$ cat config.mk
export PLATFORM = sky130hd
export DESIGN_NAME = hyper_todram_top
export DESIGN_NICKNAME = d
export VERILOG_FILES = /design/src/hdl/hyper_lsab_pkg.sv /design/src/hdl/hyper_lsab_ingress.sv /design/src/hdl/hyper_lsab_section.sv /design/src/hdl/hyper_mvblck_todram.sv /design/src/hdl/hyper_todram_top.sv
export SDC_FILE = /design/constraint.sdc
export NUM_CORES = 2
export LEC_CHECK = 0
export BUFFER_PORTS_ARGS = -buffer_cell sky130_fd_sc_hd__buf_4
export CAP_MARGIN = 25
export CORE_MARGIN = 10
export CORE_UTILIZATION = 30
export DETAILED_ROUTE_END_ITERATION = 8
export PLACE_DENSITY = 0.56
export SYNTH_ARGS = -nofsm -noshare
export SYNTH_HDL_FRONTEND = slang
export SYNTH_HIERARCHICAL = 1
export SYNTH_SLANG_ARGS = --single-unit
$ cat constraint.sdc
create_clock -name CLK -period 7.3 [get_ports CLK]
set_input_delay 2.19 -clock CLK [delete_from_list [all_inputs] [get_ports CLK]]
set_output_delay 2.19 -clock CLK [all_outputs]
set_load 0.005 [all_outputs]
$ cat src/hdl/hyper_lsab_pkg.sv
`default_nettype none

package hyper_lsab_pkg;

	// Load/store assist buffer geometry.
	localparam int LSAB_SECTIONS = 4; // Sections in the buffer.
	localparam int LSAB_WORD_W = 16; // Buffer word width.
	localparam int SECTION_W = 2; // Width of a section number.

	// DRAM side of the mover.
	localparam int DRAM_ADDR_W = 12; // Word address, bit 0 picks the half column.
	localparam int DRAM_DATA_W = 32; // One column holds two buffer words.
	localparam int DRAM_LANES = DRAM_DATA_W / 8; // Byte lanes per column.

	// Requested and sent word counts.
	localparam int COUNT_W = 6;

	// Block mover states.
	typedef enum logic [1:0]
	{
		MV_IDLE = 2'd0, // Waiting for a command.
		MV_MOVE = 2'd1, // Popping words and writing columns.
		MV_FLUSH = 2'd2, // Writing out a dangling even word.
		MV_DONE = 2'd3 // Publishing the word count.
	} mover_state_e;

endpackage

`default_nettype wire

$ cat src/hdl/hyper_lsab_ingress.sv
`timescale 1ns/1ps
`default_nettype none

module hyper_lsab_ingress #(
	parameter int SECTION_DEPTH = 32
) (
	input wire logic CLK,
	input wire logic RST,
	input wire logic wr_valid,
	input wire logic [hyper_lsab_pkg::SECTION_W-1:0] wr_section,
	input wire logic [hyper_lsab_pkg::LSAB_WORD_W-1:0] wr_data,
	input wire logic [hyper_lsab_pkg::LSAB_SECTIONS-1:0] pop_seen,
	output logic [hyper_lsab_pkg::LSAB_SECTIONS-1:0] push,
	output logic [hyper_lsab_pkg::LSAB_WORD_W-1:0] push_data,
	output logic overflow
);
	import hyper_lsab_pkg::*;

	localparam int OCC_W = $clog2(SECTION_DEPTH + 1);

	logic wr_valid_q;
	logic [SECTION_W-1:0] wr_section_q;
	logic [LSAB_WORD_W-1:0] wr_data_q;
	logic [OCC_W-1:0] occ [LSAB_SECTIONS]; // Mirror of each section's fill.
	logic sel_full;

	// Producer write stage.
	always_ff @(posedge CLK)
	begin
		if (!RST)
			wr_valid_q <= 1'b0;
		else
			wr_valid_q <= wr_valid;
		wr_section_q <= wr_section;
		wr_data_q <= wr_data;
	end

	assign sel_full = (occ[wr_section_q] == OCC_W'(SECTION_DEPTH));
	assign push_data = wr_data_q;

	// One-hot steer, dropped when the mirror is full.
	always_comb
	begin
		for (int s = 0; s < LSAB_SECTIONS; s++)
			push[s] = wr_valid_q && (wr_section_q == SECTION_W'(s)) && !sel_full;
	end

	// The pop credit arrives a cycle late, so the mirror never under-counts.
	always_ff @(posedge CLK)
	begin
		if (!RST)
		begin
			overflow <= 1'b0;
			for (int s = 0; s < LSAB_SECTIONS; s++)
				occ[s] <= '0;
		end
		else
		begin
			if (wr_valid_q && sel_full)
				overflow <= 1'b1; // Sticky.
			for (int s = 0; s < LSAB_SECTIONS; s++)
			begin
				case ({push[s], pop_seen[s]})
					2'b10: occ[s] <= occ[s] + 1'b1;
					2'b01: occ[s] <= occ[s] - 1'b1;
					default: occ[s] <= occ[s];
				endcase
			end
		end
	end

endmodule

`default_nettype wire

$ cat src/hdl/hyper_lsab_section.sv
`timescale 1ns/1ps
`default_nettype none

module hyper_lsab_section #(
	parameter int SECTION_DEPTH = 32
) (
	input wire logic CLK,
	input wire logic RST,
	input wire logic push,
	input wire logic [hyper_lsab_pkg::LSAB_WORD_W-1:0] push_data,
	input wire logic pop,
	output logic [hyper_lsab_pkg::LSAB_WORD_W-1:0] head,
	output logic empty,
	output logic credit_return
);
	import hyper_lsab_pkg::*;

	localparam int PTR_W = $clog2(SECTION_DEPTH);
	localparam int CNT_W = $clog2(SECTION_DEPTH + 1);

	logic [LSAB_WORD_W-1:0] mem [SECTION_DEPTH];
	logic [PTR_W-1:0] wr_ptr;
	logic [PTR_W-1:0] rd_ptr;
	logic [CNT_W-1:0] count;
	logic do_push;
	logic do_pop;

	assign empty = (count == '0);
	assign head = mem[rd_ptr]; // Fall-through head word.
	assign do_pop = pop && !empty;
	assign do_push = push && (count != CNT_W'(SECTION_DEPTH));

	always_ff @(posedge CLK)
	begin
		if (do_push)
			mem[wr_ptr] <= push_data;
	end

	// Pointers wrap naturally, depth is a power of two.
	always_ff @(posedge CLK)
	begin
		if (!RST)
		begin
			wr_ptr <= '0;
			rd_ptr <= '0;
			count <= '0;
			credit_return <= 1'b0;
		end
		else
		begin
			if (do_push)
				wr_ptr <= wr_ptr + 1'b1;
			if (do_pop)
				rd_ptr <= rd_ptr + 1'b1;
			if (do_push && !do_pop)
				count <= count + 1'b1;
			else if (do_pop && !do_push)
				count <= count - 1'b1;
			credit_return <= do_pop; // One credit per word taken.
		end
	end

endmodule

`default_nettype wire

$ cat src/hdl/hyper_mvblck_todram.sv
`timescale 1ns/1ps
`default_nettype none

module hyper_mvblck_todram (
	input wire logic CLK,
	input wire logic RST,
	input wire logic [hyper_lsab_pkg::LSAB_SECTIONS-1:0] lsab_empty,
	input wire logic [hyper_lsab_pkg::LSAB_SECTIONS*hyper_lsab_pkg::LSAB_WORD_W-1:0] lsab_head,
	input wire logic [hyper_lsab_pkg::DRAM_ADDR_W-1:0] start_address,
	input wire logic [hyper_lsab_pkg::COUNT_W-1:0] count_req,
	input wire logic [hyper_lsab_pkg::SECTION_W-1:0] section,
	input wire logic issue,
	output logic [hyper_lsab_pkg::LSAB_SECTIONS-1:0] lsab_pop,
	output logic [hyper_lsab_pkg::COUNT_W-1:0] count_sent,
	output logic working,
	output logic [hyper_lsab_pkg::DRAM_ADDR_W-1:0] mcu_coll_address,
	output logic [hyper_lsab_pkg::DRAM_LANES-1:0] mcu_we_array,
	output logic [hyper_lsab_pkg::DRAM_DATA_W-1:0] mcu_wdata,
	output logic mcu_request_access
);
	import hyper_lsab_pkg::*;

	mover_state_e state;
	logic [SECTION_W-1:0] sect_q;
	logic [DRAM_ADDR_W-1:0] addr_q; // Address of the next word.
	logic [COUNT_W-1:0] left_q;
	logic [COUNT_W-1:0] popped;
	logic [LSAB_WORD_W-1:0] even_data; // Low half of an open column.
	logic even_valid;
	logic sel_empty;
	logic [LSAB_WORD_W-1:0] sel_head;
	logic pop_now;

	assign sel_empty = lsab_empty[sect_q];
	assign sel_head = lsab_head[sect_q*LSAB_WORD_W +: LSAB_WORD_W];
	assign pop_now = (state == MV_MOVE) && !sel_empty && (left_q != '0);

	always_comb
	begin
		lsab_pop = '0;
		lsab_pop[sect_q] = pop_now;
	end

	always_ff @(posedge CLK)
	begin
		if (!RST)
		begin
			state <= MV_IDLE;
			working <= 1'b0;
			mcu_request_access <= 1'b0;
			mcu_we_array <= '0;
			even_valid <= 1'b0;
			left_q <= '0;
			popped <= '0;
			count_sent <= '0;
			sect_q <= '0;
		end
		else
		begin
			working <= (state != MV_IDLE); // Lags the FSM by a cycle.
			mcu_request_access <= 1'b0;
			case (state)
				MV_IDLE:
				begin
					if (issue)
					begin
						sect_q <= section;
						addr_q <= start_address;
						left_q <= count_req;
						popped <= '0;
						even_valid <= 1'b0;
						state <= MV_MOVE;
					end
				end
				MV_MOVE:
				begin
					if (pop_now)
					begin
						addr_q <= addr_q + 1'b1;
						left_q <= left_q - 1'b1;
						popped <= popped + 1'b1;
						mcu_coll_address <= {addr_q[DRAM_ADDR_W-1:1], 1'b0};
						if (addr_q[0])
						begin
							// Odd word closes the column.
							mcu_request_access <= 1'b1;
							mcu_we_array <= {2'b11, {2{even_valid}}};
							mcu_wdata <= {sel_head, even_data};
							even_valid <= 1'b0;
						end
						else if (left_q == COUNT_W'(1))
						begin
							mcu_request_access <= 1'b1; // Last word lands low.
							mcu_we_array <= 4'b0011;
							mcu_wdata <= {{LSAB_WORD_W{1'b0}}, sel_head};
						end
						else
						begin
							even_data <= sel_head;
							even_valid <= 1'b1;
						end
					end
					else
						state <= even_valid ? MV_FLUSH : MV_DONE;
				end
				MV_FLUSH:
				begin
					// Section ran dry with half a column open.
					mcu_request_access <= 1'b1;
					mcu_coll_address <= {addr_q[DRAM_ADDR_W-1:1], 1'b0};
					mcu_we_array <= 4'b0011;
					mcu_wdata <= {{LSAB_WORD_W{1'b0}}, even_data};
					even_valid <= 1'b0;
					state <= MV_DONE;
				end
				MV_DONE:
				begin
					count_sent <= popped;
					state <= MV_IDLE;
				end
				default: state <= MV_IDLE;
			endcase
		end
	end

endmodule

`default_nettype wire

$ cat src/hdl/hyper_todram_top.sv
`timescale 1ns/1ps
`default_nettype none

module hyper_todram_top #(
	parameter int SECTION_DEPTH = 32
) (
	input wire logic CLK,
	input wire logic RST,
	input wire logic wr_valid,
	input wire logic [hyper_lsab_pkg::SECTION_W-1:0] wr_section,
	input wire logic [hyper_lsab_pkg::LSAB_WORD_W-1:0] wr_data,
	output logic [hyper_lsab_pkg::LSAB_SECTIONS-1:0] credit_return,
	output logic overflow,
	input wire logic [hyper_lsab_pkg::DRAM_ADDR_W-1:0] start_address,
	input wire logic [hyper_lsab_pkg::COUNT_W-1:0] count_req,
	input wire logic [hyper_lsab_pkg::SECTION_W-1:0] section,
	input wire logic issue,
	output logic working,
	output logic [hyper_lsab_pkg::COUNT_W-1:0] count_sent,
	output logic [hyper_lsab_pkg::DRAM_ADDR_W-1:0] mcu_coll_address,
	output logic [hyper_lsab_pkg::DRAM_LANES-1:0] mcu_we_array,
	output logic [hyper_lsab_pkg::DRAM_DATA_W-1:0] mcu_wdata,
	output logic mcu_request_access
);
	import hyper_lsab_pkg::*;

	logic [LSAB_SECTIONS-1:0] push;
	logic [LSAB_WORD_W-1:0] push_data;
	logic [LSAB_SECTIONS-1:0] lsab_pop;
	logic [LSAB_SECTIONS-1:0] lsab_empty;
	logic [LSAB_SECTIONS*LSAB_WORD_W-1:0] lsab_head; // Section s at bits s*16.

	hyper_lsab_ingress #(.SECTION_DEPTH(SECTION_DEPTH)) ingress_i (
		.CLK(CLK),
		.RST(RST),
		.wr_valid(wr_valid),
		.wr_section(wr_section),
		.wr_data(wr_data),
		.pop_seen(credit_return), // Same pulses the producer sees.
		.push(push),
		.push_data(push_data),
		.overflow(overflow)
	);

	for (genvar g = 0; g < LSAB_SECTIONS; g++)
	begin : gen_section
		hyper_lsab_section #(.SECTION_DEPTH(SECTION_DEPTH)) section_i (
			.CLK(CLK),
			.RST(RST),
			.push(push[g]),
			.push_data(push_data),
			.pop(lsab_pop[g]),
			.head(lsab_head[g*LSAB_WORD_W +: LSAB_WORD_W]),
			.empty(lsab_empty[g]),
			.credit_return(credit_return[g])
		);
	end

	hyper_mvblck_todram mover_i (
		.CLK(CLK),
		.RST(RST),
		.lsab_empty(lsab_empty),
		.lsab_head(lsab_head),
		.start_address(start_address),
		.count_req(count_req),
		.section(section),
		.issue(issue),
		.lsab_pop(lsab_pop),
		.count_sent(count_sent),
		.working(working),
		.mcu_coll_address(mcu_coll_address),
		.mcu_we_array(mcu_we_array),
		.mcu_wdata(mcu_wdata),
		.mcu_request_access(mcu_request_access)
	);

endmodule

`default_nettype wire

==> results.tsv <==
stage	metric	value	unit
synth	avgSynthCellArea	18.45	um2
sta	fin_setup_tns	0	ps
worst_setup_path	r2r_start	mover_i/state[1]$_SDFFE_PN0P_	
routing	post_drt_wl_per_cell	25.43	um
pwr	p_total	28.80	mW
routing	dr.pass1.iters	5	
worst_setup_path	r2r_cells	13	
sta	fin_crit_sh	63.55	%
hold_path	whs_endpoint	mover_i/mcu_coll_address[1]$_DFFE_PP_	
clock_tree	clkSinkCount	2278	
global_route	grt-ovfl-total	0	
floorplanning	die_w	567.4	um
clock_tree	ctsHoldBuffers	0	
sta	min_period	4639	ps
routing	wl	235700	um
clock_tree	cts_root_buf	clkbuf_16	
global_route	grt_max_degree	124	
synth	synth-edff-count	2143	
floorplanning	floorplan.die_area	0.3220	mm2
synth	synth_flop_cell	edfxtp_1	
worst_setup_path	worstPathMaxFanout	50	
global_route	grt.total_usage	14.04	%
sta	whs	469.1	ps
routing	ant_nets	0	
sta	worst_slew_pin_slew	1087	ps
routing	drt_iter0_drc	4888	
clock_tree	cts_buffers	239	
synth	synth_top_cell_by_area	edfxtp_1	
global_route	grt_pass1_vias	46517	
worst_setup_path	cp.required	8120	ps
pwr	p_leak	31.76	nW
finish	nets	5253	
clock_tree	cts_buffer_depth	4	
global_route	grt_pass1_wl	340100	um
finish	area_growth	16.88	%
status	status	completed	
clock_tree	post_cts_buffers	0	
clock_tree	cts_tree	built	
sta	setup_violations	0	
clock_tree	cts_max_level	4	
placement	dp.final_hpwl	145600	um
worst_setup_path	r2r_slack	2660	ps
sta	slew_viol_final	0	
worst_setup_path	cp-start-kind	flip-flop	
sta	rsz0062_at_grt	false	
routing	vias	46808	
global_route	antenna_found_initial	7	
placement	place_area	0.09668	mm2
pwr	peakVddDrop	0.0002390	V
hold_path	min_from	mover_i/addr_q[1]$_DFFE_PP_	
floorplanning	core	0.2975	mm2
synth	yosysMostFrequentCell	edfxtp_1	
synth	synth_area_leaders	edfxtp_1, mux4_2, mux2i_1, a22oi_1, dfxtp_1	
synth	synth_cell_types	81	
floorplanning	row_count	200	
worst_setup_path	crit_arrival	5460	ps
flow_run	cap_violations	0	
sta	slew_headroom	27.53	%
hold_path	hold_path_depth	0	
placement	port_buffers	101	
synth	synth-seq-area-share	74.59	%
synth	synthesis.nets	4994	
placement	place.gp.congestion	0.7964	
synth	syn_area	0.08990	mm2
sta	finalClockSkew	127.9	ps
clock_tree	ctsResizeCount	0	
sta	fmax	0.2156	GHz
synth	yosysTopAreaCellShare	71.58	%
floorplanning	io_pins	103	
routing	route.detailed.drc	0	
synth	synth_common_cells	edfxtp_1, mux2i_1, a22oi_1	
clock_tree	clk_latency	940	ps
floorplanning	dieHeight	567.4	um
worst_setup_path	reg2reg_to	gen_section[3].section_i/count[5]$_SDFFE_PN0P_	
synth	synthArstFlopShare	0	%
synth	synth_seq_cells	2278	
pwr	power_density	274.1	mW/mm2
worst_setup_path	cp-end-kind	flip-flop	
routing	viasPerCell	5.049	
synth	yosysWarnings	6	
finish	layout-drive-gt1-share	20.81	%
hold_path	hold_path_class	flip-flop to flip-flop	
floorplanning	start_util	30.22	%
finish	final_area	0.1051	mm2
clock_tree	path_clk_slew	60	ps
worst_setup_path	criticalPathCategory	flip-flop to flip-flop	
sta	finalHoldViolCount	0	
synth	synthCells	4874	
==> where the power goes <==
| part | leakage, nW | total, mW | switching [mW] | internal (mW) |
|---|---|---|---|---|
| sequential | 20.4 | 14.8 | 0.299 | 14.5 |
| clock | 3.98 | 12.6 | 5.12 | 7.47 |
| combinational | 7.37 | 1.39 | 0.886 | 0.507 |
==> worst max path at each step <==
stage / from / endpoint / slack [ps] / cells past startpoint
3_5_place_dp: mover_i/sect_q[0]$_SDFFE_PN0P_ / gen_section[2].section_i/count[5]$_SDFFE_PN0P_ / 2290 / 12
3_3_place_gp: mover_i/sect_q[0]$_SDFFE_PN0P_ / gen_section[2].section_i/count[5]$_SDFFE_PN0P_ / 2320 / 12
2_1_floorplan: RST / mover_i/even_data[0]$_DFFE_PP_ / 1460 / 3
4_1_cts: mover_i/sect_q[0]$_SDFFE_PN0P_ / gen_section[2].section_i/count[3]$_SDFFE_PN0P_ / 2210 / 12
5_1_grt: mover_i/sect_q[0]$_SDFFE_PN0P_ / gen_section[0].section_i/count[5]$_SDFFE_PN0P_ / 2170 / 12
6_report: mover_i/state[1]$_SDFFE_PN0P_ / gen_section[3].section_i/count[5]$_SDFFE_PN0P_ / 2660 / 13
==> placed cells by master, fill, tap and decap left out, types with 9 or more instances in the layout <==
cell and n:
dfxtp_4 24, buf_16 19, nand2_2 12, nand3_1 148
edfxtp_1 2143, o21a_1 10, clkbuf_1 37, dfxtp_1 110
a21oi_1 36, mux4_2 273, nor2b_1 16, a21o_1 11
a211oi_1 25, nor2_2 63, nor4_1 10, inv_1 50
or3b_2 9, o21ai_0 32, mux2i_1 542, o31ai_1 15
nand2_1 66, buf_4 224, clkbuf_16 240, a22oi_1 384
or3_1 14, nor2_1 172, bufinv_16 39, mux2_2 20
nor3_1 16, xor2_1 39, ha_1 70, clkinv_2 46
xnor2_1 9, clkinv_1 46, and2_1 25, nand3b_1 15
buf_12 11, buf_8 34, nand4_1 76
==> critical path, cell delays in order (launching register included) <==
cell      delay, ps
dfxtp_1         340
inv_1           130
ha_2            820
clkinv_1        510
a211oi_2        620
and3_1          420
o31ai_4         170
ha_1            280
inv_1           200
ha_1            300
a211oi_1        370
or3_1           180
nand4_1         100
mux2i_1         140
==> per-layer routing <==
layer	track usage [%]	up-vias	wire length (um)
met3	1.883	320	12500
met2	23.42	1373	114300
met4	4.148	2	7094
met5	0	-	13
li1	-	20323	-
met1	19.14	24790	101800
==> sequential cells by signal, summed over array words and instances, names as in the netlist, 4 cells and up, named ones only <==
signal	cells
mover_i/mcu_wdata	32
ingress_i/push_data	16
mover_i/left_q	6
mover_i/popped	6
gen_section.section_i/credit_return	4
gen_section.section_i/wr_ptr	20
mover_i/mcu_coll_address	11
gen_section.section_i/rd_ptr	20
gen_section.section_i/count	24
ingress_i/occ	24
mover_i/count_sent	6
mover_i/even_data	16
gen_section.section_i/mem	2048
mover_i/addr_q	12
==> cell families after synthesis <==
logic type,Yosys count,synth area share [%]
compound gates,586,4.918
xor+xnor,48,0.4676
fa+ha+maj,78,1.144
buf+inv,327,1.620
flops,2278,74.59
mux,837,13.16
other cells,1,0.004171
simple gates,719,4.096
==> per-stage QoR <==
stage               std cells  util, %  worst slack [ps]
floorplan                4874        -              1461
global placement         8767    32.18              2316
detailed placement       8817    32.49              2294
CTS                      9254    35.23              2208
global route             9269    35.31              2172
finish                   9271    35.32              2661
==> final cells by class <==
| type | instances | area, um2 |
|---|---|---|
| fillers | 27410 | 192500 |
| multi-input cells | 2269 | 21680 |
| flip-flops and latches | 2278 | 67150 |
| repair buffers | 292 | 2969 |
| clock buffers | 283 | 6227 |
| diodes | 3 | 7.507 |
| inverters | 53 | 198.9 |
| well taps | 3939 | 4928 |
| clock inverters | 154 | 1917 |
Power figures use the tool's default switching activity.
